**src/verilog/llc_pkg.sv**
```systemverilog
// ****************************
// LLC shared definitions
// ****************************
`default_nettype none

package llc_pkg;

    localparam int WORD_BITS   = 32;
    localparam int LINE_WORDS  = 4;
    localparam int OFFSET_BITS = 2;
    localparam int ADDR_BITS   = 16;

    typedef logic [WORD_BITS-1:0] word_t;
    typedef logic [LINE_WORDS*WORD_BITS-1:0] line_t;

    typedef enum logic {
        INVALID = 1'b0,
        VALID   = 1'b1
    } llc_state_t;

    typedef enum logic {
        OP_READ  = 1'b0,
        OP_WRITE = 1'b1
    } core_op_t;

    typedef enum logic {
        MEM_FETCH     = 1'b0,
        MEM_WRITEBACK = 1'b1
    } mem_op_t;

    // Controller states.
    typedef enum logic [2:0] {
        S_IDLE, S_LOOK, S_CHECK, S_EVICT, S_FETCH, S_WAIT, S_UPDATE, S_STORE
    } ctrl_state_t;

endpackage

`default_nettype wire

```
**src/verilog/llc_lookup.sv**
```systemverilog
// ****************************
// LLC tag lookup
// ****************************
`timescale 1ns/1ps
`default_nettype none

module llc_lookup #(
    parameter int WAYS        = 4,
    parameter int SET_BITS    = 3,
    localparam int TAG_BITS   = llc_pkg::ADDR_BITS - SET_BITS - llc_pkg::OFFSET_BITS,
    localparam int WAY_BITS   = $clog2(WAYS)
) (
    input  logic [TAG_BITS-1:0] tag,
    input  logic [TAG_BITS-1:0] tags_buf [WAYS],
    input  llc_pkg::llc_state_t states_buf [WAYS],
    input  logic [WAY_BITS-1:0] evict_way_buf,
    output logic                hit,
    output logic [WAY_BITS-1:0] hit_way,
    output logic [WAY_BITS-1:0] victim_way,
    output logic                victim_from_ptr
);

    always_comb begin
        hit             = 1'b0;
        hit_way         = '0;
        victim_way      = evict_way_buf;
        victim_from_ptr = 1'b1;
        // Downward scan, so the lowest invalid way ends up as victim.
        for (int i = WAYS - 1; i >= 0; i--) begin
            if (states_buf[i] == llc_pkg::VALID) begin
                if (tags_buf[i] == tag) begin
                    hit     = 1'b1;
                    hit_way = WAY_BITS'(i);
                end
            end else begin
                victim_way      = WAY_BITS'(i);
                victim_from_ptr = 1'b0;
            end
        end
    end

endmodule

`default_nettype wire

```
**config.mk**
```make
export PLATFORM = sky130hd
export DESIGN_NAME = llc_lookup
export DESIGN_NICKNAME = d
export VERILOG_FILES = /design/src/verilog/llc_pkg.sv /design/src/verilog/llc_lookup.sv
export SDC_FILE = /design/constraint.sdc
export NUM_CORES = 1
export LEC_CHECK = 0
export ABC_AREA = 0
export BUFFER_PORTS_ARGS = -buffer_cell sky130_fd_sc_hd__clkbuf_2
export CAP_MARGIN = 20
export CORE_ASPECT_RATIO = 1.1
export CORE_MARGIN = 3
export CORE_UTILIZATION = 34
export DETAILED_ROUTE_END_ITERATION = 16
export PLACE_DENSITY_LB_ADDON = 0.25
export SYNTH_ARGS = -nofsm -noshare
export SYNTH_HDL_FRONTEND = slang
export SYNTH_SLANG_ARGS = --single-unit
export TNS_END_PERCENT = 20
```
**constraint.sdc**
```tcl
create_clock -name vclk -period 0.9
set_input_delay 0 -clock vclk [all_inputs]
set_output_delay 0 -clock vclk [all_outputs]
set_load 0.01 [all_outputs]
```
# ---- Word level (Yosys, flattened, before mapping)
# Cells that the tools add are included.
dict set report op_classes {
  n_eq_ne 4
  mux 24
}
# op count
set ops {}
lappend ops {{$eq 11x11->1} 4}
lappend ops {{$mux 2} 12}
lappend ops {{$mux 1} 12}
dict set report word_totals {
  regBits 0
  in_bits 61
  output_inout_bits 6
  word_cells 28
}

# ---- Logic depth before layout (Yosys ltp)
dict set report logic_depth {
  ltp_word 9
  depth_mapped 6
  ltp_nobuf 5
}

# ---- Worst setup path after synthesis
# OpenSTA, ideal clock, no wires.
dict set report synth_path {
  path_kind {input-to-output}
  startpoint {in tag[10]}
  endpoint {out hit_way[1]}
  arrival_time_ns 1.003
  t_required_ns 0.900
  path_slack_ns -0.103
  stages 6
  path_buffers 1
  path_cell_list {clkbuf_1 xnor2_1 nand4_1 nor3_1 nor2_1 nor3_1}
}
dict set report synth_via {
  elab_chain_cells 9
  word_cells_on_any_way 12
  classes_between {eq/ne (4); mux (8)}
}
# element line_no
set synth_rtl {}
lappend synth_rtl {{start, declared} llc_lookup.sv:13} ;# input logic [TAG_BITS-1:0] tag,
lappend synth_rtl {{$eq 11x11->1} llc_lookup.sv:31} ;# if (tags_buf[i] == tag) begin
lappend synth_rtl {{$mux 2} llc_lookup.sv:31}
lappend synth_rtl {{$mux 2} llc_lookup.sv:30} ;# if (states_buf[i] == llc_pkg::VALID) begin
lappend synth_rtl {{$mux 2} llc_lookup.sv:31}
lappend synth_rtl {{$mux 2} llc_lookup.sv:30}
lappend synth_rtl {{$mux 2} llc_lookup.sv:31}
lappend synth_rtl {{$mux 2} llc_lookup.sv:30}
lappend synth_rtl {{$mux 2} llc_lookup.sv:31}
lappend synth_rtl {{$mux 2 (*)} llc_lookup.sv:30}
lappend synth_rtl {{end, declared} llc_lookup.sv:18} ;# output logic [WAY_BITS-1:0] hit_way,
# Mark *: on every way between the ends. The rest lies on a longest branch, timed or not.

# ---- Worst setup path after layout
dict set report layout_path {
  startpoint {in tag[3]}
  endpoint {out hit_way[1]}
}
# The elaborated chain is that of the path after synthesis.

==> impl_metrics.env <==
export IMPL_outcome="finished with violations"
export IMPL_violations="negative setup slack"
export IMPL_synth_top_cell_area_share_pct=53.2
export IMPL_hold_depth=3
export IMPL_drc_errors=0
export IMPL_synthCells=86
export IMPL_syn_nets=147
export IMPL_hold_violations=0
export IMPL_vias_per_cell=4.43
export IMPL_final_nets=216
export IMPL_ios=67
export IMPL_setup_slack_ns=-0.214
export IMPL_core_area_um2=1820
export IMPL_drt_pass1_iterations=2
export IMPL_areaGrowthSynthToFinish_pct=90.0
export IMPL_place_area_um2=1040
export IMPL_globalplace_congestion=0.717
export IMPL_track_usage_pct=16.1
export IMPL_worst_pin_slew_ns=0.223
export IMPL_cp_arrival_ns=1.11
export IMPL_ys_seq_area_share_pct=0
export IMPL_post_route_util_pct=70.3
export IMPL_min_period_ns=1.11
export IMPL_die_h_um=52.7
export IMPL_design_seq_count=0
export IMPL_max_freq_ghz=0.897
export IMPL_drive_gt1_share_pct=67.3
export IMPL_hold_buffers=0
export IMPL_yosysMostFrequentCell="xnor2_1"
export IMPL_vias=798
export IMPL_instances_no_fill=180
export IMPL_rows=16
export IMPL_ys_top_cells_by_area="xnor2_1 (53%), buf_6 (12%), nand4_1 (11%)"
export IMPL_finalCritPeriodShare_pct=124
export IMPL_setup_tns_ns=-0.607
export IMPL_synthTopCellsByCount="xnor2_1 (41), nand4_1 (12), buf_6 (7), nor2_1 (6), nor3_1 (5)"
export IMPL_grt_pass1_wl_um=3340
export IMPL_cp_start_kind="input pin"
export IMPL_rsz0062_at_grt="true"
export IMPL_leakage_uw=0.000628
export IMPL_antenna_found_initial=0
export IMPL_synth_top_area_cell="xnor2_1"
export IMPL_min_delay_start="states_buf[2]"
export IMPL_initialDrtViolationCount=4
export IMPL_portBuffers=67
export IMPL_crit_path_end_kind="output pin"
export IMPL_hold_path_class="in -> out"
export IMPL_dp_slack_ns=-0.235
export IMPL_num_antenna_cells=0
export IMPL_numPlacedInstances=177
export IMPL_report_final_slew_viol_count=0
export IMPL_grt_max_degree=5
export IMPL_area_sequential_um2=0
export IMPL_final_antenna_net_count=0
export IMPL_final_area_um2=1280
export IMPL_synth_cell_type_count=14
export IMPL_ir_drop_mv=0.236
export IMPL_die_width_um=48.5
export IMPL_nFillCells=162
export IMPL_grt_remaining_overflow=0
export IMPL_holdPathEnd="victim_way[0]"
export IMPL_netlist_area_um2=674
export IMPL_drv_cap=0
export IMPL_grt_pass1_vias=817
export IMPL_wl_per_cell_um=11.7
export IMPL_dp_hpwl_um=1780
export IMPL_clock_buffers=0
export IMPL_setup_viol=3
export IMPL_routed_wl_um=2100
export IMPL_crit_fanout=3
export IMPL_power_per_cell_area_nw_per_um2=459
export IMPL_yosysWarnings=0
export IMPL_start_util_pct=37.0
export IMPL_worstPathRequired_ns=0.90
export IMPL_syn_avg_cell_area_um2=7.84
export IMPL_dieArea_um2=2550
export IMPL_crit_type="in -> out"
export IMPL_slew_headroom_pct=85.0
## worst max-delay path, cell delays in order
cell and delay [ns]:
buf_6 0.10, buf_6 0.12, xnor2_2 0.14, nand4_1 0.15, nor3_2 0.26, nor2_2 0.08
nor3_2 0.10, clkbuf_2 0.15
## kinds of logic (layout without fill, tap and decap cells)
| logic type | count (synthesis) | count (layout) | share of synthesized area (%) |
|---|---|---|---|
| compound gates | 3 | 3 | 2.60 |
| xor+xnor | 44 | 44 | 62.2 |
| buf+inv | 12 | 79 | 14.5 |
| simple gates | 27 | 27 | 20.8 |
## area by class of cell
type | instances | area (µm²) | area share [%]
tap | 27 | 33.8 | 2.64
timing repair buffer | 78 | 514 | 40.1
inverter | 1 | 3.75 | 0.293
multi-input combinational | 74 | 729 | 56.9
## worst max path at each step
stage,start,to,slack [ns],cells past startpoint
floorplan,tag[7],hit_way[0],-0.04,6
global placement,tag[6],hit_way[0],-0.22,7
detailed placement,tag[6],hit_way[0],-0.23,7
CTS,tags_buf[15],hit_way[0],-0.19,7
global route,tag[3],hit_way[0],-0.29,8
finish,tag[3],hit_way[1],-0.21,8
## layer usage
metal	routed length (µm)	vias to the layer above	track usage [%]
met5	0	-	0
met4	0	0	0
met3	169	0	1.99
met2	1170	39	34.9
met1	756	345	17.5
li1	-	414	-
## cells in the final DEF (no fill, tap or decap), types with 2 or more instances in the layout
master	instances
buf_6	6
xnor2_1	25
buf_4	8
nor3_2	3
xnor2_2	18
clkbuf_2	55
clkbuf_4	2
buf_8	2
clkbuf_8	3
nand4_1	12
nand2_1	3
nor2_1	5
## where the power goes
group	internal [µW]	switching [µW]
Sequential	0	0
Clock	0	0
Combinational	363	225
## metrics by stage
stage               hold WS, ns  total power [µW]
floorplan                 0.114               290
global placement          0.298               467
detailed placement        0.303               473
CTS                       0.304               541
global route              0.316               635
finish                    0.301               589
## what timing repair did
item	CTS	global route
pin swaps	15	12
endpoints found under the setup margin	3	3
gates resized for setup	22	25
buffers inserted	2	1
(Power assumes the default switching activity.)
