==> config.mk <==
export PLATFORM = sky130hd
export DESIGN_NAME = llc_set_bufs
export DESIGN_NICKNAME = d
export VERILOG_FILES = /design/src/verilog/llc_pkg.sv /design/src/verilog/llc_set_bufs.sv
export SDC_FILE = /design/constraint.sdc
export NUM_CORES = 2
export LEC_CHECK = 0
export BUFFER_PORTS_ARGS = -buffer_cell sky130_fd_sc_hd__buf_2
export CAP_MARGIN = 15
export CORE_AREA = 2 2 552 554
export DETAILED_ROUTE_END_ITERATION = 7
export DIE_AREA = 0 0 554 556
export PLACE_DENSITY_LB_ADDON = 0.05
export SLEW_MARGIN = 20
export SYNTH_ARGS = -nofsm -noshare
export SYNTH_HDL_FRONTEND = slang
export SYNTH_SLANG_ARGS = --single-unit
==> constraint.sdc <==
create_clock -name clk -period 1 [get_ports clk]
set_input_delay 0.15 -clock clk [delete_from_list [all_inputs] [get_ports clk]]
set_output_delay 0.15 -clock clk [all_outputs]
set_load 0.005 [all_outputs]
==> src/verilog/llc_pkg.sv <==
// ****************************
// LLC shared definitions
// ****************************
`default_nettype none

package llc_pkg;

    localparam int WORD_BITS   = 32;
    localparam int LINE_WORDS  = 4;
    localparam int OFFSET_BITS = 2;
    localparam int ADDR_BITS   = 16;

    typedef logic [WORD_BITS-1:0] word_t;
    typedef logic [LINE_WORDS*WORD_BITS-1:0] line_t;

    typedef enum logic {
        INVALID = 1'b0,
        VALID   = 1'b1
    } llc_state_t;

    typedef enum logic {
        OP_READ  = 1'b0,
        OP_WRITE = 1'b1
    } core_op_t;

    typedef enum logic {
        MEM_FETCH     = 1'b0,
        MEM_WRITEBACK = 1'b1
    } mem_op_t;

    // Controller states.
    typedef enum logic [2:0] {
        S_IDLE, S_LOOK, S_CHECK, S_EVICT, S_FETCH, S_WAIT, S_UPDATE, S_STORE
    } ctrl_state_t;

endpackage

`default_nettype wire

==> src/verilog/llc_set_bufs.sv <==
// ****************************
// LLC set buffer
// ****************************
`timescale 1ns/1ps
`default_nettype none

module llc_set_bufs #(
    parameter int WAYS        = 4,
    parameter int SET_BITS    = 3,
    localparam int TAG_BITS   = llc_pkg::ADDR_BITS - SET_BITS - llc_pkg::OFFSET_BITS,
    localparam int WAY_BITS   = $clog2(WAYS)
) (
    input  logic                clk,
    input  logic                rst,
    input  logic                rst_state,
    input  logic                rd_mem_en,
    input  logic                look,
    input  logic                incr_evict_way_buf,
    input  logic                rsp_load,
    input  llc_pkg::line_t      mem_rsp_line,
    input  logic [WAY_BITS-1:0] way,
    input  logic                wr_en_lines_buf,
    input  logic                wr_en_tags_buf,
    input  logic                wr_en_states_buf,
    input  logic                wr_en_dirty_bits_buf,
    input  llc_pkg::line_t      lines_buf_wr_data,
    input  logic [TAG_BITS-1:0] tags_buf_wr_data,
    input  llc_pkg::llc_state_t states_buf_wr_data,
    input  logic                dirty_bits_buf_wr_data,
    input  llc_pkg::line_t      rd_lines [WAYS],
    input  logic [TAG_BITS-1:0] rd_tags [WAYS],
    input  llc_pkg::llc_state_t rd_states [WAYS],
    input  logic                rd_dirty [WAYS],
    input  logic [WAY_BITS-1:0] rd_evict_way,
    output llc_pkg::line_t      lines_buf [WAYS],
    output logic [TAG_BITS-1:0] tags_buf [WAYS],
    output llc_pkg::llc_state_t states_buf [WAYS],
    output logic                dirty_bits_buf [WAYS],
    output logic [WAY_BITS-1:0] evict_way_buf
);

    always_ff @(posedge clk or negedge rst) begin
        if (!rst) begin
            evict_way_buf <= '0;
        end else if (rst_state) begin
            evict_way_buf <= '0;
        end else if (rd_mem_en && look) begin
            evict_way_buf <= rd_evict_way;
        end else if (incr_evict_way_buf) begin
            evict_way_buf <= evict_way_buf + 1'b1;
        end
    end

    // Lines also take the fetched line into the selected way.
    always_ff @(posedge clk or negedge rst) begin
        if (!rst) begin
            for (int i = 0; i < WAYS; i++) begin
                lines_buf[i] <= '0;
            end
        end else begin
            for (int i = 0; i < WAYS; i++) begin
                if (rst_state) begin
                    lines_buf[i] <= '0;
                end else if (rd_mem_en && look) begin
                    lines_buf[i] <= rd_lines[i];
                end else if (rsp_load && way == WAY_BITS'(i)) begin
                    lines_buf[i] <= mem_rsp_line;
                end else if (wr_en_lines_buf && way == WAY_BITS'(i)) begin
                    lines_buf[i] <= lines_buf_wr_data;
                end
            end
        end
    end

    always_ff @(posedge clk or negedge rst) begin
        if (!rst) begin
            for (int i = 0; i < WAYS; i++) begin
                tags_buf[i]       <= '0;
                states_buf[i]     <= llc_pkg::INVALID;
                dirty_bits_buf[i] <= 1'b0;
            end
        end else begin
            for (int i = 0; i < WAYS; i++) begin
                if (rst_state) begin
                    tags_buf[i]       <= '0;
                    states_buf[i]     <= llc_pkg::INVALID;
                    dirty_bits_buf[i] <= 1'b0;
                end else if (rd_mem_en && look) begin
                    tags_buf[i]       <= rd_tags[i];
                    states_buf[i]     <= rd_states[i];
                    dirty_bits_buf[i] <= rd_dirty[i];
                end else begin
                    if (wr_en_tags_buf && way == WAY_BITS'(i)) begin
                        tags_buf[i] <= tags_buf_wr_data;
                    end
                    if (wr_en_states_buf && way == WAY_BITS'(i)) begin
                        states_buf[i] <= states_buf_wr_data;
                    end
                    if (wr_en_dirty_bits_buf && way == WAY_BITS'(i)) begin
                        dirty_bits_buf[i] <= dirty_bits_buf_wr_data;
                    end
                end
            end
        end
    end

endmodule

`default_nettype wire

# Yosys cells after proc, flatten, opt, wreduce, memory -nomap -nowiden
# Index checks and enable logic that the tools add are counted.
[totals]
elab_cells = 115
input_bits = 848
output_inout_bits = 566
ff_bits = 566
[classes]
n_mux = 55
addsub = 1
reduce_logical = 39
eq_ne = 3
[op_table]
columns = ["op", "count"]
rows = [
  ["$mux 128", 16],
  ["$mux 11", 12],
  ["$reduce_bool 3->1", 13],
  ["$mux 1", 24],
  ["$logic_and 1x1->1", 21],
  ["$reduce_bool 4->1", 4],
  ["$mux 2", 3],
  ["$eq 2x2->1 const B", 2],
  ["$add 2x1->2 const B", 1],
  ["$eq 2x1->1 const B", 1],
  ["$logic_not 2->1", 1],
]

# Longest topological paths before layout
[logic_depth]
word_depth = 6
depth_mapped = 8
ltp_nobuf = 4

# Least setup slack after synthesis
# OpenSTA, ideal clock, no wires.
[synth_timing]
kind = "input -> register"
from = "input way[1]"
to = "register lines_buf[384] (netlist name)"
slack_ps = -460
n_path_buf = 3
required_time_ps = 864
setup_ps = 136
path_stages = 7
arrival_ps = 1324
cell_sequence = "buf_4 > or3b_2 > buf_2 > buf_2 > nand2_1 > a22o_1 > a21oi_1"
[synth_between]
elab_chain_cells = 5
elab_cells_between_ends = 7
cone_classes = "3 x mux; 4 x reduce/logical"
[synth_rtl]
columns = ["item", "line_no", "text"]
rows = [
  ["start, declared", "llc_set_bufs.sv:21", "input logic [WAY_BITS-1:0] way,"],
  ["$logic_not 2->1 (*)", "llc_set_bufs.sv:66, llc_set_bufs.sv:68", ""],
  ["$logic_and 1x1->1", "llc_set_bufs.sv:66", "end else if (rsp_load && way == WAY_BITS'(i)) begin"],
  ["$mux 128", "llc_set_bufs.sv:66", ""],
  ["$mux 128", "llc_set_bufs.sv:64", "end else if (rd_mem_en && look) begin"],
  ["$mux 128", "llc_set_bufs.sv:62", "if (rst_state) begin"],
  ["end signal, assigned by index", "llc_set_bufs.sv:65", "lines_buf[i] <= rd_lines[i];"],
  ["end signal, assigned by index", "llc_set_bufs.sv:67", "lines_buf[i] <= mem_rsp_line;"],
  ["end signal, assigned by index", "llc_set_bufs.sv:69", "lines_buf[i] <= lines_buf_wr_data;"],
  ["end, declared", "llc_set_bufs.sv:35", "output llc_pkg::line_t lines_buf [WAYS],"],
]
# Every way passes the cells marked *; elsewhere a longest branch is shown, timed or not.
# A chain may end at the register's enable or synchronous reset.

# Worst setup path after layout
[layout_timing]
from = "register evict_way_buf[0]"
to = "output evict_way_buf[0]"
[layout_lines]
columns = ["item", "line_no", "text"]
rows = [
  ["start, declared", "llc_set_bufs.sv:39", "output logic [WAY_BITS-1:0] evict_way_buf"],
  ["start signal, assigned", "llc_set_bufs.sv:48", "evict_way_buf <= rd_evict_way;"],
  ["start signal, assigned", "llc_set_bufs.sv:50", "evict_way_buf <= evict_way_buf + 1'b1;"],
]
# No word-level cell between the ends.

==> flow_summary.yaml <==
status:
  outcome: "complete, but fails checks"
  violations: "negative setup slack"
yosys:
  synth_area_um2: 32770
  netlist-cell-type-count: 28
  synth_seq_cells: 566
  synth_area_per_cell_um2: 7.653
  synth_sequential_area_ratio_pct: 43.22
  synth_nets: 5130
  synthesis.yosys.warnings: 0
  netlist_instances: 4282
timing:
  relSlewSlack_pct: 64.04
  final-max-slew-violation-count: 0
  worst_slew_pin_slew_ps: 537.6
  whs_ps: 7.012
  post-route-worst-setup-slack_ps: -619.7
  report.final.setup_viol: 827
  grt_setup_unrepaired: "yes"
  final_critical_path_required_period_ps: 1620
  finalCritPeriodShare_pct: 162.0
  finClkSkew_ps: 0.1077
  finalHoldViolations: 0
  max_freq_mhz: 617.4
routing:
  antenna_violating_nets_post_route: 0
  detail_route.first_pass.iterations: 5
  remaining_drc_errors: 0
  wirelength_um: 307400
  detail_route.vias_per_cell: 4.035
  drt-wirelength-per-cell_um: 28.06
  detailroute.via_count: 44200
  dr.first_iter.drc_count: 2623
place:
  gp_congestion: 0.8156
  placedCellCount: 9708
  postPlaceCellArea_um2: 48910
  place.detailed.hpwl_um: 235900
  placement.io_buffers: 1413
power:
  irDropWorstVdd_uv: 1226
  sequentialPowerShare_pct: 31.2
  internal_power_mw: 54.96
  p_clk_share_pct: 41.3
  power-per-cell-area_nw_per_um2: 1286
  net-switching-power_mw: 27.58
  net_switching_share_of_the_total_power_pct: 33.41
  power.static_leakage_nw: 30.45
  report.power.total_mw: 82.54
  power.combinational.fraction_pct: 27.5
setup_path:
  cp_data_required_time_ps: 850
  worstRegToRegCells: 5
  setup.reg_to_reg.worst_slack_ps: -130
  cp.arrival_ps: 1470
  critPathLaunchType: "register"
  critical_path_class: "register to output pin"
  cp_max_fo: 2
  timing.critical_path.to_type: "output pin"
hold_path:
  hold_path_class: "input pin to async pin"
floorplan:
  core.rowCount: 202
  placeableCoreArea_um2: 302000
  fp.dieArea_um2: 308000
  top_level_ports: 1414
  chipWidth_um: 554
  die_y_um: 556
  initial_utilization_pct: 10.85
global_route:
  grt_max_degree: 55
  grt_antenna_before_repair: 43
  grt_remaining_overflow: 0
  grt.total_usage_pct: 18.93
  vias_in_the_first_global_route: 46080
  grt_pass1_wl_um: 406000
finish:
  most_common_library_cell_in_the_layout_ignoring_fill_and_taps: "sky130_fd_sc_hd__nand2_1"
  final_cell_mix: "sky130_fd_sc_hd__nand2_1 (1596), sky130_fd_sc_hd__buf_2 (1147), sky130_fd_sc_hd__a21oi_1 (1004)"
  design.final.nets: 7739
  synthToLayoutAreaGrowth_pct: 95.80
  finished_core_util_pct: 21.25
  finish.cell_count_without_fillers: 10950
  drive_gt1_share_pct: 34.21
  final_cell_area_um2: 64170
clock_tree:
  cts_buffer_depth: 4
  clk_pin_slew_worst_paths_ps: 60
  clock_latency_on_the_worst_skew_pair_ps: 800
  cts.sink_count: 566
  root_buffer_selected_by_cts: "sky130_fd_sc_hd__clkbuf_16"
  cts-htree-levels: 3
  tritoncts: "done"
  number_of_buffers_inserted_during_clock_tree_synthesis: 97
job:
  cap_viol_max_count: 0
## final timing paths
kind	start	endpoint
min	rst	lines_buf[508]
min in group clk	way[1]	states_buf[2]
max in group asynchronous	rst	lines_buf[203]
min reg2reg	tags_buf[22]	tags_buf[22]
max	evict_way_buf[0]	evict_way_buf[0]
max reg2reg	evict_way_buf[0]	evict_way_buf[1]
## stage by stage
stage               TNS, ps  worst slack, ps
finish              -372280           -619.7
global placement    -584830            -1304
global route        -422030           -700.9
CTS                 -507400           -835.5
floorplan           -151760           -306.5
detailed placement  -578020            -1279
## layout make-up
type	instances	area [um^2]
Fill cell	33820	237900
Sequential cell	566	14240
Clock inverter	15	148.9
Clock buffer	150	2868
Timing Repair Buffer	2936	24870
Tap cell	3978	4977
Multi-Input combinational cell	3290	17010
Antenna cell	19	47.55
## Yosys cell counts, drive strengths merged
cell	instances	area share (%)
xnor2	1	0.027
and3b	2	0.053
a22o	512	14
buf	269	4.3
and2	13	0.25
nand3	9	0.14
and3	1	0.019
nand3b	2	0.046
a21oi	1072	16
dfrtp	566	43
nor2	11	0.13
nor3b	1	0.038
or2	1	0.019
a211oi	6	0.20
a2bb2oi	1	0.046
or3b	1	0.027
o31ai	44	1.0
nand2	1602	18
xor2	1	0.027
clkbuf	157	1.8
nor2b	2	0.038
a311oi	8	0.21
## worst max-delay path, cell delays in order (launching register included)
cell	delay (ps)
sky130_fd_sc_hd__dfrtp_2	440
sky130_fd_sc_hd__buf_6	130
sky130_fd_sc_hd__buf_6	100
## logic make-up after synthesis
family	share of synthesized area, %
buf+inv	6.086
flops	43.22
compound gates	31.53
simple gates	19.11
xor+xnor	0.05346
## what timing repair did
action,4_1_cts,5_1_grt
pin swaps,4,9
endpoints found under the setup margin,1069,1026
setup buffers,110,105
cloned,1,7
gates resized for setup,471,68
endpoints found under the hold margin,1132,9
hold buffers,843,3
## layer usage
metal / share of wire [%] / wire length (um) / GRT usage [%] / vias up
met4: 2.4 / 7242 / 4.207 / 28
met1: 43 / 132800 / 23.58 / 22340
met3: 5.0 / 15450 / 3.541 / 271
met5: 0.056 / 172 / 0 / -
met2: 49 / 151700 / 33.51 / 1455
li1: - / - / - / 20100
## registers in the layout, indices dropped and copies added, names as in the netlist
name / cells
dirty_bits_buf: 4
lines_buf: 512
evict_way_buf: 2
tags_buf: 44
states_buf: 4
## power by group through the flow
stage                     clock, mW  sequential, mW  combinational [mW]
after floorplan                   0            25.6                6.64
after global placement            0            26.0                18.7
after detailed placement          0            26.0                18.6
after CTS                      35.6            25.8                22.6
after global routing           36.2            25.9                24.4
final                          34.1            25.7                22.7
(Power assumes the default switching activity.)
