<file path="src/verilog/llc_pkg.sv">
// ****************************
// LLC shared definitions
// ****************************
`default_nettype none

package llc_pkg;

    localparam int WORD_BITS   = 32;
    localparam int LINE_WORDS  = 4;
    localparam int OFFSET_BITS = 2;
    localparam int ADDR_BITS   = 16;

    typedef logic [WORD_BITS-1:0] word_t;
    typedef logic [LINE_WORDS*WORD_BITS-1:0] line_t;

    typedef enum logic {
        INVALID = 1'b0,
        VALID   = 1'b1
    } llc_state_t;

    typedef enum logic {
        OP_READ  = 1'b0,
        OP_WRITE = 1'b1
    } core_op_t;

    typedef enum logic {
        MEM_FETCH     = 1'b0,
        MEM_WRITEBACK = 1'b1
    } mem_op_t;

    // Controller states.
    typedef enum logic [2:0] {
        S_IDLE, S_LOOK, S_CHECK, S_EVICT, S_FETCH, S_WAIT, S_UPDATE, S_STORE
    } ctrl_state_t;

endpackage

`default_nettype wire

</file>
<file path="src/verilog/llc_set_mem.sv">
// ****************************
// LLC set array
// ****************************
`timescale 1ns/1ps
`default_nettype none

module llc_set_mem #(
    parameter int WAYS        = 4,
    parameter int SET_BITS    = 3,
    localparam int TAG_BITS   = llc_pkg::ADDR_BITS - SET_BITS - llc_pkg::OFFSET_BITS,
    localparam int WAY_BITS   = $clog2(WAYS)
) (
    input  logic                clk,
    input  logic                rst,
    input  logic [SET_BITS-1:0] set_idx,
    input  logic                wr_set,
    input  llc_pkg::line_t      lines_in [WAYS],
    input  logic [TAG_BITS-1:0] tags_in [WAYS],
    input  llc_pkg::llc_state_t states_in [WAYS],
    input  logic                dirty_in [WAYS],
    input  logic [WAY_BITS-1:0] evict_way_in,
    output llc_pkg::line_t      rd_lines [WAYS],
    output logic [TAG_BITS-1:0] rd_tags [WAYS],
    output llc_pkg::llc_state_t rd_states [WAYS],
    output logic                rd_dirty [WAYS],
    output logic [WAY_BITS-1:0] rd_evict_way
);

    localparam int SETS = 1 << SET_BITS;

    llc_pkg::line_t      lines_q  [SETS][WAYS];
    logic [TAG_BITS-1:0] tags_q   [SETS][WAYS];
    llc_pkg::llc_state_t states_q [SETS][WAYS];
    logic                dirty_q  [SETS][WAYS];
    logic [WAY_BITS-1:0] evict_q  [SETS];

    // Line data and tags.
    always_ff @(posedge clk) begin
        if (wr_set) begin
            for (int w = 0; w < WAYS; w++) begin
                lines_q[set_idx][w] <= lines_in[w];
                tags_q[set_idx][w]  <= tags_in[w];
            end
        end
    end

    // State, dirty bits and the eviction pointer of each set.
    always_ff @(posedge clk or negedge rst) begin
        if (!rst) begin
            for (int s = 0; s < SETS; s++) begin
                evict_q[s] <= '0;
                for (int w = 0; w < WAYS; w++) begin
                    states_q[s][w] <= llc_pkg::INVALID;
                    dirty_q[s][w]  <= 1'b0;
                end
            end
        end else if (wr_set) begin
            evict_q[set_idx] <= evict_way_in;
            for (int w = 0; w < WAYS; w++) begin
                states_q[set_idx][w] <= states_in[w];
                dirty_q[set_idx][w]  <= dirty_in[w];
            end
        end
    end

    // Indexed set, read straight from the registers.
    always_comb begin
        for (int w = 0; w < WAYS; w++) begin
            rd_lines[w]  = lines_q[set_idx][w];
            rd_tags[w]   = tags_q[set_idx][w];
            rd_states[w] = states_q[set_idx][w];
            rd_dirty[w]  = dirty_q[set_idx][w];
        end
        rd_evict_way = evict_q[set_idx];
    end

endmodule

`default_nettype wire

</file>
<file path="config.mk">
export PLATFORM = sky130hd
export DESIGN_NAME = llc_set_mem
export DESIGN_NICKNAME = d
export VERILOG_FILES = /design/src/verilog/llc_pkg.sv /design/src/verilog/llc_set_mem.sv
export SDC_FILE = /design/constraint.sdc
export NUM_CORES = 2
export LEC_CHECK = 0
export BUFFER_PORTS_ARGS = -buffer_cell sky130_fd_sc_hd__buf_2
export CORE_UTILIZATION = 39
export DETAILED_ROUTE_END_ITERATION = 8
export PLACE_DENSITY = 0.66
export SYNTH_ARGS = -nofsm -noshare
export SYNTH_HDL_FRONTEND = slang
export SYNTH_MEMORY_MAX_BITS = 65536
export SYNTH_SLANG_ARGS = --single-unit
</file>
<file path="constraint.sdc">
create_clock -name clk -period 1.6 [get_ports clk]
set_clock_uncertainty 0.05 [all_clocks]
set_input_delay 0 -clock clk [delete_from_list [all_inputs] [get_ports clk]]
set_output_delay 0 -clock clk [all_outputs]
set_load 0.005 [all_outputs]
</file>
# Yosys cells after proc, flatten, opt, wreduce, memory -nomap -nowiden

Memories as Yosys holds them, arrays and structs flattened.
Index checks and enable logic that the tools add are counted.

Output and inout bits: 566
Memories kept: 2
ROM bits: 0
Register bits after elaboration: 80
Latch bits: 0
Bits in writable memories: 4448

Memories:

| memory  | words | bits a word | rd ports | clocked after memory_dff | write ports | RTL line          | text |
|---|---|---|---|---|---|---|---|
| lines_q | 8     | 512         | 1        | 0                        | 1           | llc_set_mem.sv:31 | `llc_pkg::line_t lines_q [SETS][WAYS];` |
| tags_q  | 8     | 44          | 1        | 0                        | 1           | llc_set_mem.sv:32 | `logic [TAG_BITS-1:0] tags_q [SETS][WAYS];` |

Multiplexer cells: 30
Bitwise gates (word level): 1
$lt $le $gt $ge: 2
Add/subtract/negate cells: 0
Divide/modulo/power cells: 0
Shift operators: 0
Reduce and logical (&&, ||, !) cells: 1
Multiply operators: 0
Equal/unequal tests: 0

Operators with widths:

| cell                 | count |
|---|---|
| $bwmux W32           | 8 |
| $demux W4 S3         | 4 |
| $bmux W4 S3          | 2 |
| $mux W4              | 5 |
| $bwmux W16           | 1 |
| $mux W2              | 4 |
| $bmux W2 S3          | 1 |
| $demux W2 S3         | 1 |
| $ge A4 B4 Y1 const B | 1 |
| $lt A4 B1 Y1 const B | 1 |
| $not A3 Y4           | 1 |
| $mux W1              | 3 |
| $mux W3              | 1 |
| $logic_and A1 B1 Y1  | 1 |

# Longest topological paths before layout

Word-level depth: 9
Depth in mapped cells: 8
Mapped depth without buffers: 3

# Least setup slack after synthesis

OpenSTA, ideal clock, no wires.

Path type: input to register
From: input set_idx[0]
To: memory lines_q[6][0] (netlist bit) (enable)
Arrival time: 11.569 ns
Cell stages on the path: 6
Path slack: -10.921 ns
Required time: 0.648 ns
Library setup time: 0.902 ns
Buffers on the path: 4
Cell sequence: buf_4 -> buf_6 -> buf_2 -> nand4b_1 -> buf_2 -> inv_1

RTL lines:

| element     | RTL line          | text |
|---|---|---|
| from (decl) | llc_set_mem.sv:15 | `input logic [SET_BITS-1:0] set_idx,` |
| to (decl)   | llc_set_mem.sv:31 |  |

No word-level cell before the write port.

==> results.toml <==
[sta]
report.final.slew_viol_count = 0
final.period_utilization_pct = 156.0
post-route-worst-setup-slack_ns = -0.8963
unrepaired_setup_endpoints_after_global_routing = "yes"
timing_worst_slew_pin_value_ns = 0.8306
finalSetupViolCount = 1128
hold-worst-slack_ns = 0.0001216
min_period_ns = 2.496
fmaxAchievable_ghz = 0.4006
slew_headroom_pct = 44.38
final_hold_viol_count = 0

[layout]
area_growth_syn_to_layout_pct = 32.11
postLayoutCellArea_um2 = 228100
layout-drive-gt1-share_pct = 38.66
final_net_count = 12765

[global_route]
grt_start_max_net_pins = 75
grt_pass1_vias = 104024
grtUsageTotal_pct = 21.57
gr-total-overflow = 0
antenna_found_initial = 105
grt_first_pass_wirelength_um = 714900

[synth]
synth_compound_area_share_pct = 6.727
yosysTopAreaCell = "sky130_fd_sc_hd__edfxtp_1"
ys.warnings.count = 0
synth.area.mux_share_pct = 12.07
postSynthAreaPerCell_um2 = 19.41
largest_family_of_logic_cells_by_synthesized_area = "multiplexers"
synth-edff-count = 4448
synth_fp_nets = 9467
synth_sequential_area_ratio_pct = 78.50
synth-main-ff-cell = "sky130_fd_sc_hd__edfxtp_1"
postSynthCellCount = 8895
post-synth-top-count-cell = "sky130_fd_sc_hd__edfxtp_1"
yosys.area_share.simple_pct = 1.181
synthAdderAreaFrac_pct = 0
distinct_cell_type_count_after_synthesis = 33
synth_xor_area_share_pct = 0
synth.cells.most_frequent = "sky130_fd_sc_hd__edfxtp_1 (4,448), sky130_fd_sc_hd__mux2_2 (1,169), sky130_fd_sc_hd__a22oi_1 (768)"
netlist.area_leader.share_pct = 77.34
synth-seq-cells = 4528
netlist_area_pre_place_um2 = 172700
cell_types_occupying_the_most_area_after_synthesis = "sky130_fd_sc_hd__edfxtp_1 (77%), sky130_fd_sc_hd__mux2_2 (7.6%), sky130_fd_sc_hd__a22oi_1 (3.3%)"
async_reset_ff_share_pct = 1.767

[worst_setup_path]
timing.critical_path.cells = "mux2_4 > a22oi_2 > o211ai_1 > buf_2"
worst-path-max-fanout = 1
cp_data_required_time_ns = 1.55
setup.worst_path.class = "flip-flop to output port"
number_of_cell_instances_on_the_worst_register_to_register_path = 2
r2r_slack_ns = 0.22
critical_path.max_stage_delay_ns = 0.67
crit-reg2reg-capture = "states_q[22]"
start_kind = "flip-flop"
setup.worst_path.end_class = "output port"
worst_ep_arrival_time_ns = 2.45
timing.critical_path.slowest_stage_cell = "sky130_fd_sc_hd__o211ai_1"
crit-reg2reg-launch = "states_q[22]"

[run]
cap_viol_max_count = 0

[route]
antenna_left = 0
routed_wire_length_per_instance_um = 27.06
detail_route.drc_violations = 0
post_drt_via_cell_ratio = 5.469
drt_first_iter_violations = 9802
finalWirelength_um = 501800
dr.pass1.iters = 6
num_vias = 101442

[cts]
cts_root_buf = "sky130_fd_sc_hd__clkbuf_16"
clkLatencyLatePin_ns = 0.97
htree_levels = 5
path_clk_slew_ns = 0.06
clock_tree.buffer_depth = 4
tritoncts_clock_tree = "done"
clock_sink_count = 4528
tritoncts.num_buffers = 446

[min_path]
hp_class = "input port to flip-flop"
min_delay_worst_endpoint = "tags_q[1][38]"
hold-path-cell-count = 5
hold_path.startpoint = "set_idx[2]"

[power_and_ir_drop]
design_power_total_w = 0.2623
irDropWorstVdd_mv = 1.107
power.density_cell_area_nw_per_um2 = 1150
total_leakage_power_nw = 78.39

[floorplan]
die_w_um = 667.4
die_h_um = 667.4
die-area_um2 = 445500
placement_rows = 244
fp.coreArea_um2 = 441100
initial_core_utilization_pct = 39.15
ios = 1138

[placed_design]
placement.cell_area_um2 = 197300
routability_congestion = 0.8710
dp_hpwl_um = 325100
port_buffers = 1137

[outcome]
violations_in_the_final_reports = "negative setup slack"
status = "finished, violations left"
## cells by family after synthesis
family	count (synthesis)
buffers and inverters	553
AOI/OAI and AO/OA	1508
and+or+nand+nor	527
muxes	1779
DFF	4528
## timing repair
| item | 4_1_cts | 5_1_grt |
|---|---|---|
| resized for setup | 925 | 271 |
| gates cloned | 0 | 4 |
| buffers inserted | 2 | 7 |
| pin swaps | 402 | 350 |
| hold buffers | 1151 | 6 |
| setup endpoints to repair | 566 | 2000 |
| endpoints found under the hold margin | 6782 | 442 |
## cells in the final DEF (no fill, tap or decap), types with 4 or more instances in the layout
cell type / Yosys / final
sky130_fd_sc_hd__clkinv_4: 0 / 9
sky130_fd_sc_hd__clkinv_2: 0 / 85
sky130_fd_sc_hd__dfrtp_1: 80 / 80
sky130_fd_sc_hd__a22oi_1: 768 / 82
sky130_fd_sc_hd__buf_12: 0 / 411
sky130_fd_sc_hd__diode_2: 0 / 75
sky130_fd_sc_hd__buf_4: 27 / 763
sky130_fd_sc_hd__mux2_2: 1169 / 845
sky130_fd_sc_hd__clkinv_16: 0 / 17
sky130_fd_sc_hd__clkinvlp_4: 0 / 14
sky130_fd_sc_hd__clkbuf_1: 191 / 81
sky130_fd_sc_hd__nand2b_1: 5 / 4
sky130_fd_sc_hd__clkinv_1: 0 / 126
sky130_fd_sc_hd__dlygate4sd3_1: 0 / 1154
sky130_fd_sc_hd__mux2_1: 9 / 9
sky130_fd_sc_hd__buf_6: 12 / 80
sky130_fd_sc_hd__inv_8: 0 / 4
sky130_fd_sc_hd__inv_6: 0 / 6
sky130_fd_sc_hd__buf_2: 284 / 980
sky130_fd_sc_hd__mux2_4: 0 / 324
sky130_fd_sc_hd__o211ai_1: 501 / 501
sky130_fd_sc_hd__o22a_1: 235 / 234
sky130_fd_sc_hd__mux4_2: 125 / 125
sky130_fd_sc_hd__inv_16: 0 / 4
sky130_fd_sc_hd__a22oi_2: 0 / 686
sky130_fd_sc_hd__nand2_1: 505 / 504
sky130_fd_sc_hd__bufinv_16: 0 / 28
sky130_fd_sc_hd__clkbuf_16: 0 / 452
sky130_fd_sc_hd__edfxtp_1: 4448 / 4448
sky130_fd_sc_hd__mux2i_1: 476 / 476
## worst max path at each step
stage | start | endpoint | slack, ns
3_5_place_dp | set_idx[2] | rd_lines[331] | -0.58
3_3_place_gp | set_idx[2] | rd_lines[331] | -0.58
2_1_floorplan | set_idx[0] | lines_q[6][0] | -7.86
5_1_grt | lines_q[5][484] | rd_lines[484] | -0.94
6_report | lines_q[1][484] | rd_lines[484] | -0.90
4_1_cts | lines_q[3][236] | rd_lines[236] | -0.93
## per-layer routing
metal / part of all wire, % / up-vias / GRT usage (%)
met5: 0.043 / - / 0
met4: 6.1 / 36 / 11.49
li1: - / 43150 / -
met2: 49 / 4545 / 36.21
met1: 38 / 52475 / 26.54
met3: 7.1 / 1236 / 3.919
## through the flow
| stage | setup WS (ns) | setup TNS, ns | util, % | std cells |
|---|---|---|---|---|
| final | -0.8963 | -476.19 | 51.71 | 18547 |
| after global routing | -0.9415 | -521.83 | 51.70 | 18526 |
| after CTS | -0.9314 | -448.71 | 51.37 | 18462 |
| after detailed placement | -0.5758 | -387.42 | 44.73 | 16564 |
| after global placement | -0.5821 | -368.32 | 44.73 | 16564 |
| after floorplan | -7.858 | - | - | 8895 |
## sequential cells by signal, indices dropped and copies added, names as in the netlist
signal and count:
dirty_q 32, tags_q 352, evict_q 16, states_q 32, lines_q 4096
## worst max-delay path: cells and delay by family, from the launching register on
| kind | cells | cell delay [ns] |
|---|---|---|
| DFF | 1 | 0.33 |
| muxes | 1 | 0.15 |
| AOI/OAI and AO/OA | 2 | 0.73 |
| buffers and inverters | 1 | 0.25 |
## report_power, final
part	internal (W)	switching (W)	leakage [nW]
logic	0.0115	0.0132	30.1
registers	0.135	0.00124	41.4
clock network	0.0563	0.0454	6.90
## layout make-up
cell class	count	area, um2
Antenna cell	75	187.7
Sequential cell	4528	135600
Inverter	4	30.03
Clock buffer	531	11540
Multi-Input combinational cell	3814	39240
Clock inverter	292	2630
Tap cell	5904	7387
Fill cell	33915	213000
Timing Repair Buffer	3399	31550
Note: power is estimated with default switching activity, not from simulation.
